<file path="config.mk">
export PLATFORM = sky130hd
export DESIGN_NAME = turfio_ctrl_top
export DESIGN_NICKNAME = d
export VERILOG_FILES = /design/src/logic/turfio_pkg.sv /design/src/logic/turfio_apb_regs.sv /design/src/logic/lmk_shift_reg.sv /design/src/logic/jtag_shifter.sv /design/src/logic/turfio_ctrl_top.sv
export VERILOG_INCLUDE_DIRS = /design/src /design/src/logic
export SDC_FILE = /design/constraint.sdc
export NUM_CORES = 1
export LEC_CHECK = 0
export ABC_AREA = 1
export BUFFER_PORTS_ARGS = -buffer_cell sky130_fd_sc_hd__buf_2
export CORE_ASPECT_RATIO = 0.9
export CORE_MARGIN = 5
export CORE_UTILIZATION = 60
export CTS_CLUSTER_DIAMETER = 30
export CTS_CLUSTER_SIZE = 20
export DETAILED_ROUTE_END_ITERATION = 6
export PLACE_DENSITY_LB_ADDON = 0.25
export SYNTH_ARGS = -nofsm -noshare
export SYNTH_HDL_FRONTEND = slang
export SYNTH_SLANG_ARGS = --single-unit
export TNS_END_PERCENT = 100
</file>
<file path="constraint.sdc">
create_clock -name INITCLK -period 5.1 [get_ports INITCLK]
set_input_delay 0.255 -clock INITCLK [delete_from_list [all_inputs] [get_ports INITCLK]]
set_output_delay 0.255 -clock INITCLK [all_outputs]
set_load 0.05 [all_outputs]
</file>
<file path="src/logic/turfio_defs.svh">
`ifndef TURFIO_DEFS_SVH
`define TURFIO_DEFS_SVH

// INITCLK cycles per half period of LMKCLK
`define TURFIO_LMK_DIV 4

// INITCLK cycles per half period of TCK
`define TURFIO_JTAG_DIV 4

// APB address width in bits
`define TURFIO_APB_AW 8

// Register byte offsets
`define TURFIO_REG_CTRL   8'h00
`define TURFIO_REG_LMK    8'h04
`define TURFIO_REG_STATUS 8'h08
`define TURFIO_REG_TMS    8'h0C
`define TURFIO_REG_TDI    8'h10
`define TURFIO_REG_JCMD   8'h14
`define TURFIO_REG_TDO    8'h18

`endif

</file>
<file path="src/logic/turfio_pkg.sv">
`include "turfio_defs.svh"

package turfio_pkg;

    // APB bus
    typedef logic [`TURFIO_APB_AW-1:0] apb_addr_t;
    typedef logic [31:0]               apb_data_t;

    // LMK word goes out MSB first
    typedef logic [31:0] lmk_word_t;

    // Bit 0 of a JTAG vector leaves first
    typedef logic [31:0] jtag_vec_t;
    // Shift length minus one gives 1 to 32 bits per shift
    typedef logic [4:0]  jtag_len_t;

    typedef enum logic [1:0] {
        LMK_IDLE, LMK_SETUP, LMK_CLK_HI, LMK_LATCH
    } lmk_state_e;

    typedef enum logic [1:0] {
        JTAG_IDLE, JTAG_TCK_LO, JTAG_TCK_HI
    } jtag_state_e;

endpackage

</file>
<file path="src/logic/turfio_apb_regs.sv">
`include "turfio_defs.svh"

module turfio_apb_regs
    import turfio_pkg::*;
(
    input  logic      INITCLK,
    input  logic      rst_n,
    input  apb_addr_t paddr,
    input  logic      psel,
    input  logic      penable,
    input  logic      pwrite,
    input  apb_data_t pwdata,
    output apb_data_t prdata,
    output logic      pready,
    output logic      pslverr,
    output logic      jtag_en,
    output logic      drive_jtag,
    output logic      en_3v3,
    output logic      lmk_oe,
    output logic      lmk_start,
    output lmk_word_t lmk_word,
    input  logic      lmk_busy,
    output logic      jtag_start,
    output jtag_vec_t jtag_tms,
    output jtag_vec_t jtag_tdi,
    output jtag_len_t jtag_len,
    input  logic      jtag_busy,
    input  jtag_vec_t jtag_tdo
);

    logic      access;
    logic      addr_hit;
    logic      read_only;
    logic      refused;
    logic      xfer_err;
    logic      wr_ok;
    apb_data_t rd_mux;

    //////////////////////////////////////////////////////////////////////
    // Decode and error
    //////////////////////////////////////////////////////////////////////

    assign access = psel & penable;
    assign pready = 1'b1;

    always_comb begin
        addr_hit  = 1'b1;
        read_only = 1'b0;
        refused   = 1'b0;
        rd_mux    = '0;
        case (paddr)
            `TURFIO_REG_CTRL: rd_mux = {28'd0, lmk_oe, en_3v3, drive_jtag, jtag_en};
            `TURFIO_REG_LMK: begin
                rd_mux  = lmk_word;
                // Pending start counts as busy
                refused = lmk_busy | lmk_start;
            end
            `TURFIO_REG_STATUS: begin
                rd_mux    = {30'd0, jtag_busy, lmk_busy};
                read_only = 1'b1;
            end
            `TURFIO_REG_TMS: rd_mux = jtag_tms;
            `TURFIO_REG_TDI: rd_mux = jtag_tdi;
            `TURFIO_REG_JCMD: begin
                rd_mux  = {27'd0, jtag_len};
                refused = jtag_busy | jtag_start;
            end
            `TURFIO_REG_TDO: begin
                rd_mux    = jtag_tdo;
                read_only = 1'b1;
            end
            default: addr_hit = 1'b0;
        endcase
    end

    assign xfer_err = !addr_hit | (pwrite & (read_only | refused));
    assign pslverr  = access & xfer_err;
    assign prdata   = (access && !pwrite && !xfer_err) ? rd_mux : '0;
    assign wr_ok    = access & pwrite & !xfer_err;

    //////////////////////////////////////////////////////////////////////
    // Board enables and start pulses
    //////////////////////////////////////////////////////////////////////

    always_ff @(posedge INITCLK) begin
        if (!rst_n) begin
            jtag_en    <= 1'b0;
            drive_jtag <= 1'b0;
            en_3v3     <= 1'b1;
            lmk_oe     <= 1'b1;
        end else if (wr_ok && paddr == `TURFIO_REG_CTRL) begin
            jtag_en    <= pwdata[0];
            drive_jtag <= pwdata[1];
            en_3v3     <= pwdata[2];
            lmk_oe     <= pwdata[3];
        end
    end

    // One cycle after the accepted access phase
    always_ff @(posedge INITCLK) begin
        if (!rst_n) begin
            lmk_start  <= 1'b0;
            jtag_start <= 1'b0;
        end else begin
            lmk_start  <= wr_ok && (paddr == `TURFIO_REG_LMK);
            jtag_start <= wr_ok && (paddr == `TURFIO_REG_JCMD);
        end
    end

    // Data registers for the engines
    always_ff @(posedge INITCLK) begin
        if (wr_ok) begin
            case (paddr)
                `TURFIO_REG_LMK:  lmk_word <= pwdata;
                `TURFIO_REG_TMS:  jtag_tms <= pwdata;
                `TURFIO_REG_TDI:  jtag_tdi <= pwdata;
                `TURFIO_REG_JCMD: jtag_len <= pwdata[4:0];
                default: ;
            endcase
        end
    end

    // Host keeps psel through the access phase
    a_penable_psel: assert property (@(posedge INITCLK) disable iff (!rst_n)
        penable |-> psel);

    // Engines must already be idle when their start arrives
    a_lmk_start_idle: assert property (@(posedge INITCLK) disable iff (!rst_n)
        lmk_start |-> !lmk_busy);
    a_jtag_start_idle: assert property (@(posedge INITCLK) disable iff (!rst_n)
        jtag_start |-> !jtag_busy);

endmodule

</file>
<file path="src/logic/lmk_shift_reg.sv">
`include "turfio_defs.svh"

module lmk_shift_reg
    import turfio_pkg::*;
#(
    parameter int DIV = `TURFIO_LMK_DIV
) (
    input  logic      INITCLK,
    input  logic      rst_n,
    input  logic      start,
    input  lmk_word_t word,
    output logic      busy,
    output logic      lmkdata,
    output logic      lmkclk,
    output logic      lmkle
);

    // Counter also reaches DIV for the tail cycle after LMKLE
    localparam int              DIVW     = $clog2(DIV + 1);
    localparam logic [DIVW-1:0] DIV_LAST = DIVW'(DIV - 1);
    localparam logic [DIVW-1:0] DIV_END  = DIVW'(DIV);

    lmk_state_e      state;
    logic [DIVW-1:0] div_cnt;
    logic            phase_end;
    logic [4:0]      bit_cnt;
    lmk_word_t       shreg;

    assign busy = (state != LMK_IDLE);

    // Latch phase holds one more cycle with LMKLE already low
    assign phase_end = (state == LMK_LATCH) ? (div_cnt == DIV_END) : (div_cnt == DIV_LAST);

    always_ff @(posedge INITCLK) begin
        if (!rst_n) begin
            div_cnt <= '0;
        end else if (state == LMK_IDLE || phase_end) begin
            div_cnt <= '0;
        end else begin
            div_cnt <= div_cnt + DIVW'(1);
        end
    end

    always_ff @(posedge INITCLK) begin
        if (!rst_n) begin
            state   <= LMK_IDLE;
            lmkdata <= 1'b0;
            lmkclk  <= 1'b0;
            lmkle   <= 1'b0;
        end else begin
            case (state)
                LMK_IDLE: if (start) begin
                    state   <= LMK_SETUP;
                    lmkdata <= word[31];
                end
                LMK_SETUP: if (phase_end) begin
                    state  <= LMK_CLK_HI;
                    lmkclk <= 1'b1;
                end
                LMK_CLK_HI: if (phase_end) begin
                    lmkclk <= 1'b0;
                    if (bit_cnt == 5'd31) begin
                        state <= LMK_LATCH;
                        lmkle <= 1'b1;
                    end else begin
                        state   <= LMK_SETUP;
                        lmkdata <= shreg[30];
                    end
                end
                LMK_LATCH: begin
                    if (div_cnt == DIV_LAST) begin
                        lmkle <= 1'b0;
                    end
                    if (phase_end) begin
                        state   <= LMK_IDLE;
                        lmkdata <= 1'b0;
                    end
                end
                default: state <= LMK_IDLE;
            endcase
        end
    end

    // Shift register and bit count
    always_ff @(posedge INITCLK) begin
        if (state == LMK_IDLE && start) begin
            shreg   <= word;
            bit_cnt <= '0;
        end else if (state == LMK_CLK_HI && phase_end) begin
            shreg   <= shreg << 1;
            bit_cnt <= bit_cnt + 5'd1;
        end
    end

    a_le_clk_low: assert property (@(posedge INITCLK) disable iff (!rst_n)
        lmkle |-> !lmkclk);

    a_no_start_busy: assert property (@(posedge INITCLK) disable iff (!rst_n)
        start |-> !busy);

endmodule

</file>
<file path="src/logic/jtag_shifter.sv">
`include "turfio_defs.svh"

module jtag_shifter
    import turfio_pkg::*;
#(
    parameter int DIV = `TURFIO_JTAG_DIV
) (
    input  logic      INITCLK,
    input  logic      rst_n,
    input  logic      start,
    input  jtag_vec_t tms_vec,
    input  jtag_vec_t tdi_vec,
    input  jtag_len_t len,
    output logic      busy,
    output logic      tck,
    output logic      tms,
    output logic      tdi,
    input  logic      tdo,
    output jtag_vec_t tdo_vec
);

    localparam int              DIVW     = (DIV > 1) ? $clog2(DIV) : 1;
    localparam logic [DIVW-1:0] DIV_LAST = DIVW'(DIV - 1);

    jtag_state_e     state;
    logic [DIVW-1:0] div_cnt;
    logic            div_done;
    jtag_vec_t       tms_sr;
    jtag_vec_t       tdi_sr;
    jtag_len_t       len_q;
    jtag_len_t       bit_idx;

    assign busy     = (state != JTAG_IDLE);
    assign div_done = (div_cnt == DIV_LAST);

    // TCK half period divider
    always_ff @(posedge INITCLK) begin
        if (!rst_n) begin
            div_cnt <= '0;
        end else if (state == JTAG_IDLE || div_done) begin
            div_cnt <= '0;
        end else begin
            div_cnt <= div_cnt + DIVW'(1);
        end
    end

    always_ff @(posedge INITCLK) begin
        if (!rst_n) begin
            state   <= JTAG_IDLE;
            tck     <= 1'b0;
            tms     <= 1'b0;
            tdi     <= 1'b0;
            tdo_vec <= '0;
        end else begin
            case (state)
                JTAG_IDLE: if (start) begin
                    state   <= JTAG_TCK_LO;
                    tms     <= tms_vec[0];
                    tdi     <= tdi_vec[0];
                    // Unshifted bits must read back as 0
                    tdo_vec <= '0;
                end
                JTAG_TCK_LO: if (div_done) begin
                    state            <= JTAG_TCK_HI;
                    tck              <= 1'b1;
                    // Capture TDO as TCK goes high
                    tdo_vec[bit_idx] <= tdo;
                end
                JTAG_TCK_HI: if (div_done) begin
                    tck <= 1'b0;
                    if (bit_idx == len_q) begin
                        state <= JTAG_IDLE;
                        tms   <= 1'b0;
                        tdi   <= 1'b0;
                    end else begin
                        state <= JTAG_TCK_LO;
                        tms   <= tms_sr[1];
                        tdi   <= tdi_sr[1];
                    end
                end
                default: state <= JTAG_IDLE;
            endcase
        end
    end

    // Vectors shift right so the next bit sits at index 1
    always_ff @(posedge INITCLK) begin
        if (state == JTAG_IDLE && start) begin
            tms_sr  <= tms_vec;
            tdi_sr  <= tdi_vec;
            len_q   <= len;
            bit_idx <= '0;
        end else if (state == JTAG_TCK_HI && div_done) begin
            tms_sr  <= tms_sr >> 1;
            tdi_sr  <= tdi_sr >> 1;
            bit_idx <= bit_idx + 5'd1;
        end
    end

    a_tck_idle_low: assert property (@(posedge INITCLK) disable iff (!rst_n)
        (state == JTAG_IDLE) |-> !tck);

endmodule

</file>
<file path="src/logic/turfio_ctrl_top.sv">
`include "turfio_defs.svh"

module turfio_ctrl_top
    import turfio_pkg::*;
(
    input  logic      INITCLK,
    input  logic      rst_n,
    input  apb_addr_t paddr,
    input  logic      psel,
    input  logic      penable,
    input  logic      pwrite,
    input  apb_data_t pwdata,
    output apb_data_t prdata,
    output logic      pready,
    output logic      pslverr,
    output logic      jtag_en,
    output logic      en_3v3,
    output logic      lmk_oe,
    output logic      jtag_oe,
    output logic      tck,
    output logic      tms,
    output logic      tdi,
    input  logic      tdo,
    output logic      lmkdata,
    output logic      lmkclk,
    output logic      lmkle
);

    logic      lmk_start;
    lmk_word_t lmk_word;
    logic      lmk_busy;
    logic      jtag_start;
    jtag_vec_t jtag_tms;
    jtag_vec_t jtag_tdi;
    jtag_len_t jtag_len;
    logic      jtag_busy;
    jtag_vec_t jtag_tdo;

    //////////////////////////////////////////////////////////////////////
    // Host registers
    //////////////////////////////////////////////////////////////////////

    // drive_jtag goes straight out as the shared JTAG pin enable
    turfio_apb_regs u_regs (
        .INITCLK   (INITCLK),
        .rst_n     (rst_n),
        .paddr     (paddr),
        .psel      (psel),
        .penable   (penable),
        .pwrite    (pwrite),
        .pwdata    (pwdata),
        .prdata    (prdata),
        .pready    (pready),
        .pslverr   (pslverr),
        .jtag_en   (jtag_en),
        .drive_jtag(jtag_oe),
        .en_3v3    (en_3v3),
        .lmk_oe    (lmk_oe),
        .lmk_start (lmk_start),
        .lmk_word  (lmk_word),
        .lmk_busy  (lmk_busy),
        .jtag_start(jtag_start),
        .jtag_tms  (jtag_tms),
        .jtag_tdi  (jtag_tdi),
        .jtag_len  (jtag_len),
        .jtag_busy (jtag_busy),
        .jtag_tdo  (jtag_tdo)
    );

    //////////////////////////////////////////////////////////////////////
    // Serial engines
    //////////////////////////////////////////////////////////////////////

    lmk_shift_reg #(.DIV(`TURFIO_LMK_DIV)) u_lmk (
        .INITCLK(INITCLK),
        .rst_n  (rst_n),
        .start  (lmk_start),
        .word   (lmk_word),
        .busy   (lmk_busy),
        .lmkdata(lmkdata),
        .lmkclk (lmkclk),
        .lmkle  (lmkle)
    );

    jtag_shifter #(.DIV(`TURFIO_JTAG_DIV)) u_jtag (
        .INITCLK(INITCLK),
        .rst_n  (rst_n),
        .start  (jtag_start),
        .tms_vec(jtag_tms),
        .tdi_vec(jtag_tdi),
        .len    (jtag_len),
        .busy   (jtag_busy),
        .tck    (tck),
        .tms    (tms),
        .tdi    (tdi),
        .tdo    (tdo),
        .tdo_vec(jtag_tdo)
    );

endmodule

</file>
# [Word level (Yosys, flattened, before mapping)]
# Cells that the tools add are included.
[word_totals] reg_bits=264 input_bits=46 output_inout_bits=44 elab_cells=164
[op_classes] n_addsub=4 n_lt_le_gt_ge=2 eq_ne=26 mux=51 bitwise=10 n_reduce_logical=44
[op_table] operator="32-bit 2-to-1 mux" n=7
[op_table] operator="32-bit one-hot mux with 7 select lines" n=1
[op_table] operator="32-bit one-hot mux with 2 select lines" n=1
[op_table] operator="31-bit 2-to-1 mux" n=2
[op_table] operator="32-bit bitwise mux" n=1
[op_table] operator="8-bit by 5-bit == test with 1-bit output, second input constant" n=3
[op_table] operator="1-bit 2-to-1 mux" n=21
[op_table] operator="2-bit nonzero test" n=9
[op_table] operator="8-bit by 4-bit == test with 1-bit output, second input constant" n=2
[op_table] operator="2-bit 2-to-1 mux" n=8
[op_table] operator="3-bit AND reduction" n=5
[op_table] operator="2-bit by 1-bit inequality test with 1-bit output, second input constant" n=6
[op_table] operator="1-bit one-hot mux with 2 select lines" n=6
[op_table] operator="5-bit by 1-bit adder with 5-bit output, second input constant" n=2
[op_table] operator="1-bit logical AND" n=10
[op_table] operator="2-bit == test, second input constant" n=4
[op_table] operator="8-bit by 3-bit == test with 1-bit output, second input constant" n=1
[op_table] operator="8-bit logical NOT" n=1
[op_table] operator="2-bit inequality test, second input constant" n=4
[op_table] operator="2-bit one-hot mux with 4 select lines" n=1
[op_table] operator="2-bit AND reduction" n=4
[op_table] operator="4-bit AND reduction" n=2
[op_table] operator="7-bit OR reduction" n=1
[op_table] operator="5-bit by 6-bit less-than comparator with 1-bit output, second input constant" n=1
[op_table] operator="other kinds (20)" n=34

# [Logic depth before layout (Yosys ltp)]
# Gate-level depths: netlist of run 1.
[logic_depth] ltp_word=9 depth_mapped=11 depth_no_buf=11

# [Hierarchy]
# From an unflattened synthesis of run 1, not the netlist that was laid out.
[unflattened] hier_cells=1241 area_unflattened_um2=11865.1
[modules_own_cells] module="jtag_shifter" instances=1 cells_per_inst=619 area_per_inst_um2=5117.4 seq_area_each_um2=2892.8
[modules_own_cells] module="turfio_apb_regs" instances=1 cells_per_inst=384 area_per_inst_um2=4660.7 seq_area_each_um2=3153.0
[modules_own_cells] module="lmk_shift_reg" instances=1 cells_per_inst=238 area_per_inst_um2=2087.0 seq_area_each_um2=1191.1

# [Least setup slack after synthesis of run 1]
# No wires, ideal clock.
[synth_path] kind="register to register" from="reg u_lmk.state[1]" to="reg u_regs.jtag_tdi[0], enable pin" setup_time_ps=421 arrival_ps=2392 slack_ps=2287 path_stages_with_launch=8 path_buffers=0 synth_period_minus_slack_ps=2813 path_cell_list="dfxtp_1 -> nor2_2 -> nand2_1 -> nand3_1 -> nand4_1 -> nor2_2 -> inv_2 -> nor2_1"
[synth_via] elab_chain_len=9
[synth_lines] element="from (decl)" line_no="lmk_shift_reg.sv:23" text="lmk_state_e state;"
[synth_lines] element="from (signal assigned)" line_no="lmk_shift_reg.sv:46" text="state <= LMK_IDLE;"
[synth_lines] element="from (signal assigned)" line_no="lmk_shift_reg.sv:53" text="state <= LMK_SETUP;"
[synth_lines] element="from (signal assigned)" line_no="lmk_shift_reg.sv:57" text="state <= LMK_CLK_HI;"
[synth_lines] element="2-bit nonzero test" line_no="lmk_shift_reg.sv:29" text="assign busy = (state != LMK_IDLE);"
[synth_lines] element="1-bit OR" line_no="turfio_apb_regs.sv:56" text="refused = lmk_busy | lmk_start;"
[synth_lines] element="1-bit one-hot mux with 2 select lines" line_no="turfio_apb_regs.sv:51" text="case (paddr)"
[synth_lines] element="1-bit OR" line_no="turfio_apb_regs.sv:76" text="assign xfer_err = !addr_hit | (pwrite & (read_only | refused));"
[synth_lines] element="1-bit bitwise AND" line_no="turfio_apb_regs.sv:76"
[synth_lines] element="1-bit OR" line_no="turfio_apb_regs.sv:76"
[synth_lines] element="1-bit logical NOT" line_no="turfio_apb_regs.sv:79" text="assign wr_ok = access & pwrite & !xfer_err;"
[synth_lines] element="1-bit bitwise AND" line_no="turfio_apb_regs.sv:79"
[synth_lines] element="2-bit AND reduction (no source line)"
[synth_lines] element="to (signal assigned)" line_no="turfio_apb_regs.sv:116" text="`TURFIO_REG_TDI: jtag_tdi <= pwdata;"
[synth_lines] element="to (decl)" line_no="turfio_apb_regs.sv:25" text="output jtag_vec_t jtag_tdi,"
# No other way between the ends.
# A chain may end at the register's enable or synchronous reset.

# [Worst setup path in the final report of run 1]
[layout_path] from="reg u_jtag.state[1]" to="reg u_jtag.tdi_sr[11], enable pin"
[layout_via] elab_chain_len=3
[layout_lines] element="from (decl)" line_no="jtag_shifter.sv:25" text="jtag_state_e state;"
[layout_lines] element="from (signal assigned)" line_no="jtag_shifter.sv:49" text="state <= JTAG_IDLE;"
[layout_lines] element="from (signal assigned)" line_no="jtag_shifter.sv:57" text="state <= JTAG_TCK_LO;"
[layout_lines] element="from (signal assigned)" line_no="jtag_shifter.sv:64" text="state <= JTAG_TCK_HI;"
[layout_lines] element="2-bit == test or 2-bit logical NOT (tied branches)" line_no="jtag_shifter.sv:93, jtag_shifter.sv:88"
[layout_lines] element="1-bit logical AND (on tied branches)" line_no="jtag_shifter.sv:93, jtag_shifter.sv:88"
[layout_lines] element="2-bit nonzero test (no source line) *"
[layout_lines] element="to (signal assigned)" line_no="jtag_shifter.sv:90" text="tdi_sr <= tdi_vec;"
[layout_lines] element="to (signal assigned)" line_no="jtag_shifter.sv:95" text="tdi_sr <= tdi_sr >> 1;"
[layout_lines] element="to (decl)" line_no="jtag_shifter.sv:29" text="jtag_vec_t tdi_sr;"
# Mark *: on every way between the ends. The rest lies on a longest branch, timed or not.

==> results of run 1 <==
-- registers in the layout, indices dropped and copies added, names as in the netlist, 31 cells and up --
register	cells
u_regs.lmk_word	32
u_jtag.tms_sr	31
u_regs.jtag_tms	32
u_jtag.tdi_sr	31
u_jtag.tdo_vec	32
u_lmk.shreg	31
u_regs.jtag_tdi	32
-- final cells by class --
class	instances	area [µm²]	area share, %
multi-input combinational	708	3366	24.44
clock inverter	34	441.7	3.208
timing repair buffer	127	813.3	5.906
inverter	123	462.9	3.362
tap	245	306.5	2.226
antenna	1	2.502	0.01817
sequential	262	7237	52.56
clock buffer	46	1140	8.278
-- synth_stat cells (6+ instances only) --
cell	instances
nor2_2	6
nand2_2	6
o22ai_1	14
a31oi_1	6
nand3_1	28
inv_2	10
edfxtp_1	199
buf_4	7
dfxtp_1	63
o21ai_1	17
clkbuf_1	27
ha_1	10
nand2_1	284
a21oi_1	105
nor2_1	72
o21ai_0	104
buf_2	20
inv_1	108
nand4_1	28
-- where the power goes --
part | leakage (nW) | internal, mW | switching, mW
clock network | 0.759 | 2.05 | 1.08
logic | 2.34 | 0.0345 | 0.0480
registers | 2.29 | 2.28 | 0.000506
-- timing repair --
action,CTS,global route
hold buffers,32,0
setup endpoints to repair,0,0
hold endpoints to repair,101,0
-- cells by family (layout without fill, tap and decap cells) --
family | count (synthesis) | after routing | share of synthesized area [%]
flops | 262 | 262 | 64.06
fa+ha+maj | 10 | 10 | 1.108
xor+xnor | 6 | 6 | 0.4652
compound gates | 253 | 253 | 11.63
buf+inv | 179 | 330 | 6.413
other cells | 1 | 2 | 0.03319
simple gates | 438 | 438 | 16.29
-- final timing paths --
check / startpoint / end / slack, ps
max: u_jtag.state[1] / u_jtag.tdi_sr[11] / 1860
min reg2reg: u_jtag.div_cnt[0] / u_jtag.div_cnt[0] / 450
max reg2reg: u_jtag.state[1] / u_jtag.tdi_sr[11] / 1860
min: rst_n / u_regs.en_3v3 / 100
-- worst max-delay path, cell delays in order, from the launching register on --
cell and delay [ps]:
dfxtp_1 330, nor2_2 290, nand2_4 390, inv_2 590, nor2_1 100, inv_2 690, buf_4 460
-- layer usage --
metal | wire length, µm | vias to the layer above | part of all wire, %
met5 | 0 | - | 0
met4 | 697 | 0 | 2.5
met3 | 2532 | 55 | 9.1
met2 | 13100 | 406 | 47
met1 | 11500 | 4132 | 41
li1 | - | 4161 | -
==> results by group, run 1 <==
Run status
  – Outcome: completed

Clocking
  – Setup Fix Bufs, Post-CTS: 0
  – Clock-pin slew on the worst setup and hold paths: 50 ps
  – Skew-Pair Late Insertion Delay: between 500 and 600 ps
  – TritonCTS clock tree: built
  – Clock Sink Count: 262
  – Clock root buffer: clkbuf_16
  – CTS buffer count: 44
  – Gates resized, CTS repair: 0
  – Number of buffers on the longest clock path: 3
  – H-tree level count: 2

STA
  – Number of pins with negative max-slew slack in the final report: 0
  – Slew at the pin with the worst max-slew slack: 1113 ps
  – Layout Skew: 15.99 ps
  – Fin crit period: 3240 ps
  – RSZ-0062 raised after global routing: no
  – Headroom to the max-slew limit: between 20% and 30%
  – Final number of hold-violating endpoints: 0
  – Post-route setup slack: 1860 ps
  – Fmax: 308.7 MHz
  – Crit share post-route: between 60% and 70%
  – Setup Viol. Count Final: 0
  – Sum of negative setup slack: 0 ps
  – Hold slack: 98.99 ps

Critical path
  – Endpoint class of the critical path: register
  – WP data arrival: 3430 ps
  – Data required time of the worst path: 5290 ps
  – Crit Path Max Fanout: 61
  – Class of the most critical setup path: register to register
  – Worst-case reg-to-reg path depth: 6
  – Nature of the critical path startpoint: register

Drt
  – Via count: 8754
  – Wire length reported by the detailed router: between 20000 and 30000 µm
  – DRC violations left: 0
  – Via count normalized by instance count: 5.662
  – Number of detailed-route iterations in the first pass: 5
  – Average wire length per cell after detail routing: between 15 and 20 µm
  – Remaining number of nets flagged by the antenna check after routing: 0
  – Detailed Route Iter0 Violations: 784

Hold path
  – Hold path depth: 2
  – Hold crit path type: input pin to register

Synthesis
  – Distinct cells, synth: 36
  – Gate count of the mapped netlist: 1149
  – Share of the synthesized area in the top cell type: between 50% and 60%
  – Fraction of registers with async set or reset after synthesis: 0%
  – Most frequently used flop master after synthesis: edfxtp_1
  – Cell type with the highest aggregate area in the netlist: edfxtp_1
  – Average footprint of a synthesized cell: 9.832 µm²
  – Number of warning messages in the yosys log: 0
  – Count of flip-flops with a built-in enable after synthesis: 199
  – Post-synthesis net count: 1205
  – Post-synthesis sequential area ratio: 64.06%
  – Total standard cell area after synthesis: ~11000 µm²
  – Flip-flop and latch count after synthesis: 262
  – Synth area leaders: edfxtp_1, dfxtp_1, nand2_1

Global routing
  – Met1 capacity usage during global routing: between 30% and 40%
  – Most used routing layer in global routing: met2
  – Global-route track usage on met3: 5.398%
  – Total track usage: between 20% and 30%
  – Global-route congestion overflow total: 0
  – Global-route wire length before repair: 43500 µm
  – Pin count of the biggest net entering global routing: between 60 and 70
  – Via count of the first global-routing pass: about 8500
  – Number of antenna violations at the first check in global routing: 1
  – Met2 Resource Use GR: 40.69%

Power
  – IR drop worst, VDD: 358.3 µV
  – Leakage power of the design: 5.388 nW
  – Power, Total: 5.496 mW
  – Pwr/cell area: about 400 nW/µm²

Final layout
  – Most frequent cells in the layout: nand2_1, edfxtp_1, inv_1
  – Final instance area: 13770 µm²
  – Number of non-filler instances in the completed layout: between 1500 and 2000
  – Area added between synthesis and finish: 21.89%
  – Net count, final: 1322
  – Fraction of final layout cells sized beyond drive strength 1: about 16%
  – Fill cells: 1236
  – Most common cell after layout, fill and taps aside: nand2_1
  – Fraction of the core area covered by cells at the end of the flow: about 75%

Floorplanning
  – Placement row count: 47
  – Die Width: between 150 and 200 µm
  – Vert. Die Dim: between 100 and 150 µm
  – Area of the core: 18470 µm²
  – Total I/O pin count: 90
  – Floorplan die area: 21680 µm²
  – Starting Density: 61.18%

Place
  – Routability-driven placement congestion ratio: 0.8261
  – Detailed placement HPWL: 16370 µm
  – Standard cell area after detailed placement: 11870 µm²
  – Placement Setup Slack: 1916 ps
  – Count of buffers from port buffering: 88
  – Number of cells in the design after placement: roughly 1400

Run
  – Count of max-cap constraint violations: 0
Power figures use the tool's default switching activity.
==> run 2: changes to the inputs <==
ABC_AREA = 0   (was 1)
CORE_UTILIZATION = 54   (was 60)
clock period = 2.6 ns   (was 5.1 ns; I/O delays follow)
==> results by group, run 2 <==
Run
  – Count of max-cap constraint violations: 0

Floorplanning
  – Area of the core: 21570 µm²
  – Floorplan die area: approximately 25000 µm²
  – Die Width: 165.8 µm
  – Total I/O pin count: 90
  – Vert. Die Dim: 150.2 µm
  – Starting Density: 54.67%
  – Placement row count: 51

Power
  – Pwr/cell area: 749.8 nW/µm²
  – Leakage power of the design: 5.731 nW
  – Power, Total: 10.84 mW
  – IR drop worst, VDD: 635.1 µV

Drt
  – Detailed Route Iter0 Violations: 847
  – Via count normalized by instance count: roughly 5.8
  – Average wire length per cell after detail routing: 19.36 µm
  – Number of detailed-route iterations in the first pass: 5
  – Remaining number of nets flagged by the antenna check after routing: 0
  – DRC violations left: 0
  – Wire length reported by the detailed router: approximately 30000 µm
  – Via count: ~8900

Synthesis
  – Total standard cell area after synthesis: 11790 µm²
  – Fraction of registers with async set or reset after synthesis: 0%
  – Synth area leaders: edfxtp_1, dfxtp_1, nand2_1
  – Cell type with the highest aggregate area in the netlist: edfxtp_1
  – Count of flip-flops with a built-in enable after synthesis: slightly below 200
  – Gate count of the mapped netlist: ~1100
  – Flip-flop and latch count after synthesis: 262
  – Share of the synthesized area in the top cell type: about half
  – Post-synthesis net count: 1151
  – Distinct cells, synth: 59
  – Most frequently used flop master after synthesis: edfxtp_1
  – Post-synthesis sequential area ratio: 61.38%
  – Number of warning messages in the yosys log: 0
  – Cell with the most instances after synthesis: nand2_1
  – Commonest cells in the netlist: nand2_1, edfxtp_1, and3_1
  – Average footprint of a synthesized cell: 10.77 µm²

Final layout
  – Most frequent cells in the layout: nand2_1, edfxtp_1, buf_2
  – Fraction of final layout cells sized beyond drive strength 1: 19.60%
  – Final instance area: around 14000 µm²
  – Fraction of the core area covered by cells at the end of the flow: 67.05%
  – Most common cell after layout, fill and taps aside: nand2_1
  – Net count, final: 1264
  – Number of inserted diodes: 0
  – Area added between synthesis and finish: 22.64%
  – Fill cells: 1649

Global routing
  – Pin count of the biggest net entering global routing: 73
  – Global-route wire length before repair: 47330 µm
  – Global-route congestion overflow total: 0
  – Total track usage: 23.82%
  – Via count of the first global-routing pass: slightly below 9000
  – Number of antenna violations at the first check in global routing: 0

Clocking
  – Number of buffers on the longest clock path: 3
  – Clock Sink Count: 262
  – H-tree level count: 2
  – Clock-pin slew on the worst setup and hold paths: around 50 ps
  – Skew-Pair Late Insertion Delay: 530 ps
  – Clock root buffer: clkbuf_16
  – CTS buffer count: 46
  – TritonCTS clock tree: built

Hold path
  – Start point of the worst hold path: tdo
  – Hold crit path type: input pin to register
  – Hold path depth: 3
  – Endpoint, Worst Hold: u_jtag.tdo_vec[15]

Critical path
  – Endpoint class of the critical path: primary output
  – Worst-case reg-to-reg path depth: 7
  – Nature of the critical path startpoint: register
  – R2R Setup Slk: 420 ps
  – Worst r2r src: u_jtag.state[0]
  – Crit Path Max Fanout: 11
  – Reg2reg end: u_jtag.tdo_vec[30]
  – Data required time of the worst path: 2470 ps
  – WP data arrival: 2150 ps
  – Critical Path Source: u_lmk.state[0]
  – Class of the most critical setup path: register to primary output

Place
  – Standard cell area after detailed placement: 12540 µm²
  – Routability-driven placement congestion ratio: 0.8430
  – Detailed placement HPWL: 18670 µm
  – Count of buffers from port buffering: 88

STA
  – Setup Viol. Count Final: 0
  – Headroom to the max-slew limit: ~44%
  – RSZ-0062 raised after global routing: no
  – Number of pins with negative max-slew slack in the final report: 0
  – Final number of hold-violating endpoints: 0
  – Layout Skew: 12.29 ps
  – Slew at the pin with the worst max-slew slack: around 840 ps
  – Fmax: 438.6 MHz
  – Fin crit period: about 2300 ps
  – Crit share post-route: 87.69%

Run status
  – Outcome: completed
==> run 2: cell types whose count changed after synthesis, moves of 19 or more <==
cell      delta
inv_1       -97
o21ai_0     -75
and3_1      +69
a21oi_1     -64
nor2_1      -51
nand2_1     +36
o211ai_1    +33
a21oi_2     +30
a22oi_1     +30
o31ai_1     +29
nand4_1     -24
clkbuf_1    +21
nand3_1     -19
==> run 2: logic make-up (layout without fill, tap and decap cells) <==
logic type | after synthesis | in the layout | share of synthesized area [%]
muxes | 13 | 13 | 1.326
xor gates and xnor gates | 11 | 11 | 0.8170
AOI/OAI and AO/OA | 223 | 223 | 12.90
other | 1 | 1 | 0.03180
DFF | 262 | 262 | 61.38
adders and majority gates | 10 | 10 | 1.061
and+or+nand+nor | 479 | 479 | 18.89
buffers and inverters | 96 | 246 | 3.597
==> run 2: worst max-delay path by stage <==
stage / endpoint / slack (ps) / cells after the start
finish: pslverr / 320 / 5
global route: pslverr / 140 / 5
CTS: pslverr / 320 / 5
detailed placement: u_jtag.tdo_vec[31] / 450 / 7
global placement: prdata[29] / 520 / 8
floorplan: u_regs.jtag_tdi[0] / -110 / 7
==> run 2: what timing repair did <==
item / in CTS / in global routing
endpoints found under the hold margin: 105 / 0
gates resized for setup: 0 / 0
hold buffers: 32 / 0
setup buffers: 0 / 0
endpoints found under the setup margin: 0 / 0
==> run 2: worst max-delay path, stage by stage, from the launching register on <==
cell and delay, ps:
dfxtp_1 520, nor2_1 210, a32oi_1 270, a32oi_1 160, o21ai_0 170, buf_2 290
==> run 2: report_power, final <==
group | switching, mW | internal (mW) | leakage, nW
Combinational | 0.131 | 0.0873 | 2.62
Sequential | 0.000609 | 4.48 | 2.33
Clock | 2.05 | 4.10 | 0.783
Total | 2.18 | 8.66 | 5.73
==> run 2: metrics by stage <==
stage / worst slack, ps / hold WS (ps) / TNS [ps] / instances
finish: 320.1 / 58.29 / 0 / 1536
global route: 144.9 / 67.45 / 0 / 1536
CTS: 320.5 / 31.94 / 0 / 1536
detailed placement: 447.3 / 343.2 / 0 / 1419
global placement: 519.6 / 336.6 / 0 / 1419
floorplan: -111.3 / 228.9 / -5715 / 1095
==> run 2: area by class of cell <==
class | instances | area [µm²] | area share (%)
Clock inverter | 27 | 322.8 | 2.232
Multi-Input combinational cell | 737 | 4175 | 28.87
Clock buffer | 58 | 1280 | 8.851
Inverter | 13 | 48.80 | 0.3374
Timing Repair Buffer | 148 | 1033 | 7.147
Tap cell | 291 | 364.1 | 2.518
Sequential cell | 262 | 7237 | 50.04
==> run 2: routing by layer <==
| layer | global-route usage [%] | up-vias | wire (µm) |
|---|---|---|---|
| li1 | - | 4153 | - |
| met1 | 33.24 | 4282 | 13040 |
| met2 | 38.53 | 383 | 13850 |
| met3 | 4.384 | 53 | 2190 |
| met4 | 7.340 | 0 | 665 |
| met5 | 0 | - | 0 |
==> run 3: changes to the inputs <==
--- a/config.mk
+++ b/config.mk
@@ -11,5 +11,5 @@
 export CORE_ASPECT_RATIO = 0.9
 export CORE_MARGIN = 5
-export CORE_UTILIZATION = 54
+export CORE_UTILIZATION = 60
 export CTS_CLUSTER_DIAMETER = 30
 export CTS_CLUSTER_SIZE = 20
==> constraint.sdc (replaced) <==
create_clock -name INITCLK -period 2.9 [get_ports INITCLK]
set_input_delay 0.145 -clock INITCLK [delete_from_list [all_inputs] [get_ports INITCLK]]
set_output_delay 0.145 -clock INITCLK [all_outputs]
set_load 0.005 [all_outputs]
==> results by group, run 3 (synthesized netlist as in run 2, its figures left out) <==
STA
  – Sum of negative setup slack: 0 ps
  – Setup Viol. Count Final: 0
  – Fin crit period: 2459 ps
  – Hold slack: just under 80 ps
  – Headroom to the max-slew limit: 20.68%
  – Final number of hold-violating endpoints: 0
  – Number of pins with negative max-slew slack in the final report: 0
  – Crit share post-route: between 80% and 90%
  – Layout Skew: 17.37 ps
  – Fmax: 406.7 MHz
  – Slew at the pin with the worst max-slew slack: 1190 ps
  – RSZ-0062 raised after global routing: no

Place
  – Count of buffers from port buffering: 88
  – Detailed placement HPWL: 18230 µm
  – Routability-driven placement congestion ratio: 0.8798

Critical path
  – Cells along the critical path: nor2_4 -> a32oi_1 -> a32oi_1 -> o21ai_0 -> buf_2
  – Slowest cell on crit path: dfxtp_1
  – WP data arrival: 2310 ps
  – Crit Path Max Fanout: 10
  – Critical path's top delay family: compound AO/OA/AOI/OAI gates
  – R2R Setup Slk: 630 ps
  – Class of the most critical setup path: register to primary output
  – Critical Path Max Stage Delay: 590 ps
  – Nature of the critical path startpoint: register
  – Most common cell on crit path: a32oi_1
  – Endpoint class of the critical path: primary output
  – Data required time of the worst path: 2760 ps
  – Buf+Inv Stages, Crit Path: 1

Floorplanning
  – Starting Density: 61.16%
  – Floorplan die area: 22560 µm²
  – Total I/O pin count: 90
  – Die Width: 157.8 µm
  – Area of the core: 19280 µm²
  – Placement row count: 48
  – Vert. Die Dim: 143.0 µm

Global routing
  – Global-route congestion overflow total: 0
  – Number of antenna violations at the first check in global routing: 0
  – Total track usage: between 20 and 30%
  – Pin count of the biggest net entering global routing: between 70 and 80
  – Via count of the first global-routing pass: 8868
  – Global-route wire length before repair: 47780 µm

Clocking
  – Clock Sink Count: between 200 and 300
  – Number of buffers on the longest clock path: 3
  – Clock-pin slew on the worst setup and hold paths: 50 ps
  – Clock root buffer: clkbuf_16
  – CTS buffer count: 46
  – Gates resized, CTS repair: 0
  – H-tree level count: 2
  – Setup Fix Bufs, Post-CTS: 0
  – Skew-Pair Late Insertion Delay: 530 ps
  – TritonCTS clock tree: built

Drt
  – Wire length reported by the detailed router: 30250 µm
  – Via count normalized by instance count: 5.998
  – Via count: 8937
  – Remaining number of nets flagged by the antenna check after routing: 0
  – Average wire length per cell after detail routing: approximately 20 µm
  – DRC violations left: 0
  – Detailed Route Iter0 Violations: between 800 and 900
  – Number of detailed-route iterations in the first pass: 6

Final layout
  – Fill cells: 1301
  – Most common cell after layout, fill and taps aside: nand2_1
  – Net count, final: 1261
  – Total area of multi-input combinational cells: ~4200 µm²
  – Fraction of final layout cells sized beyond drive strength 1: 19.11%
  – Area occupied by registers: slightly above 7000 µm²
  – Most frequent cells in the layout: nand2_1, edfxtp_1, buf_2
  – Area added between synthesis and finish: 20.93%
  – Number of inserted diodes: 0

Power
  – Leakage power of the design: 5.648 nW
  – IR drop worst, VDD: 544.5 µV
  – Pwr/cell area: 660.3 nW/µm²

Hold path
  – Hold crit path type: input pin to register

Run
  – Count of max-cap constraint violations: 0

Run status
  – Outcome: completed
==> run 3: cell count changes in the layout (fill, tap and decap cells not counted) <==
cell / change
bufinv_16: -2
clkinv_4: -1
clkinvlp_4: +3
inv_8: -1
clkbuf_1: -1
buf_12: -2
clkbuf_16: -2
inv_6: +1
buf_4: -2
dlygate4sd3_1: +1
clkinv_1: +2
clkinv_2: -1
nor3_2: +1
nor3_4: -1
==> run 3: path summary, 6_finish.rpt <==
kind,startpoint,cells past startpoint,end
worst max-delay path,u_jtag.state[0],5,pslverr
worst min-delay path,tdo,3,u_jtag.tdo_vec[15]
worst min register to register,u_jtag.div_cnt[0],1,u_jtag.div_cnt[0]
worst max register to register,u_lmk.state[1],5,u_regs.lmk_word[3]
==> run 3: worst reg2reg max path, stage by stage (launching register included) <==
cell and delay, ps:
dfxtp_1 400, nor2_1 340, a32oi_1 160, nor4_2 300, nor2b_4 510, buf_12 240
==> run 3: repair_timing <==
action,CTS,global route
hold endpoints to repair,108,0
endpoints found under the setup margin,0,0
hold buffers,33,0
==> run 3: area by class of cell <==
type                            instances  share of cell area, %
Clock buffer                           55                  8.600
Multi-Input combinational cell        737                  29.24
Inverter                               13                 0.3422
Tap cell                              250                  2.194
Clock inverter                         28                  1.939
Timing Repair Buffer                  145                  6.932
Sequential cell                       262                  50.75
==> run 3: per-layer routing <==
layer | track usage [%] | part of all wire (%) | up-vias | routed length, µm
met1 | 38.25 | 42 | 4260 | 12550
met5 | 0 | 0 | - | 0
li1 | - | - | 4153 | -
met2 | 43.19 | 47 | 462 | 14160
met3 | 5.091 | 9.4 | 62 | 2842
met4 | 9.280 | 2.3 | 0 | 696
==> run 3: power by group <==
| group | internal (mW) | switching [mW] | leakage, nW | total, mW |
|---|---|---|---|---|
| combinational | 0.0777 | 0.116 | 2.60 | 0.194 |
| clock | 3.38 | 1.83 | 0.723 | 5.21 |
| sequential | 4.01 | 0.000503 | 2.33 | 4.01 |
| total | 7.47 | 1.95 | 5.65 | 9.42 |
==> run 3: stage by stage <==
stage | instances | cell area, µm² | power [mW] | worst slack (ps) | util [%]
2_1_floorplan | 1095 | 11810 | 4.153 | 51.31 | -
3_3_place_gp | 1374 | 12430 | 4.236 | 611.4 | 64.45
6_report | 1490 | 14260 | 9.415 | 441.4 | 73.96
3_5_place_dp | 1374 | 12430 | 4.238 | 536.0 | 64.45
4_1_cts | 1490 | 14260 | 9.445 | 449.6 | 73.96
5_1_grt | 1490 | 14260 | 9.659 | 332.1 | 73.96
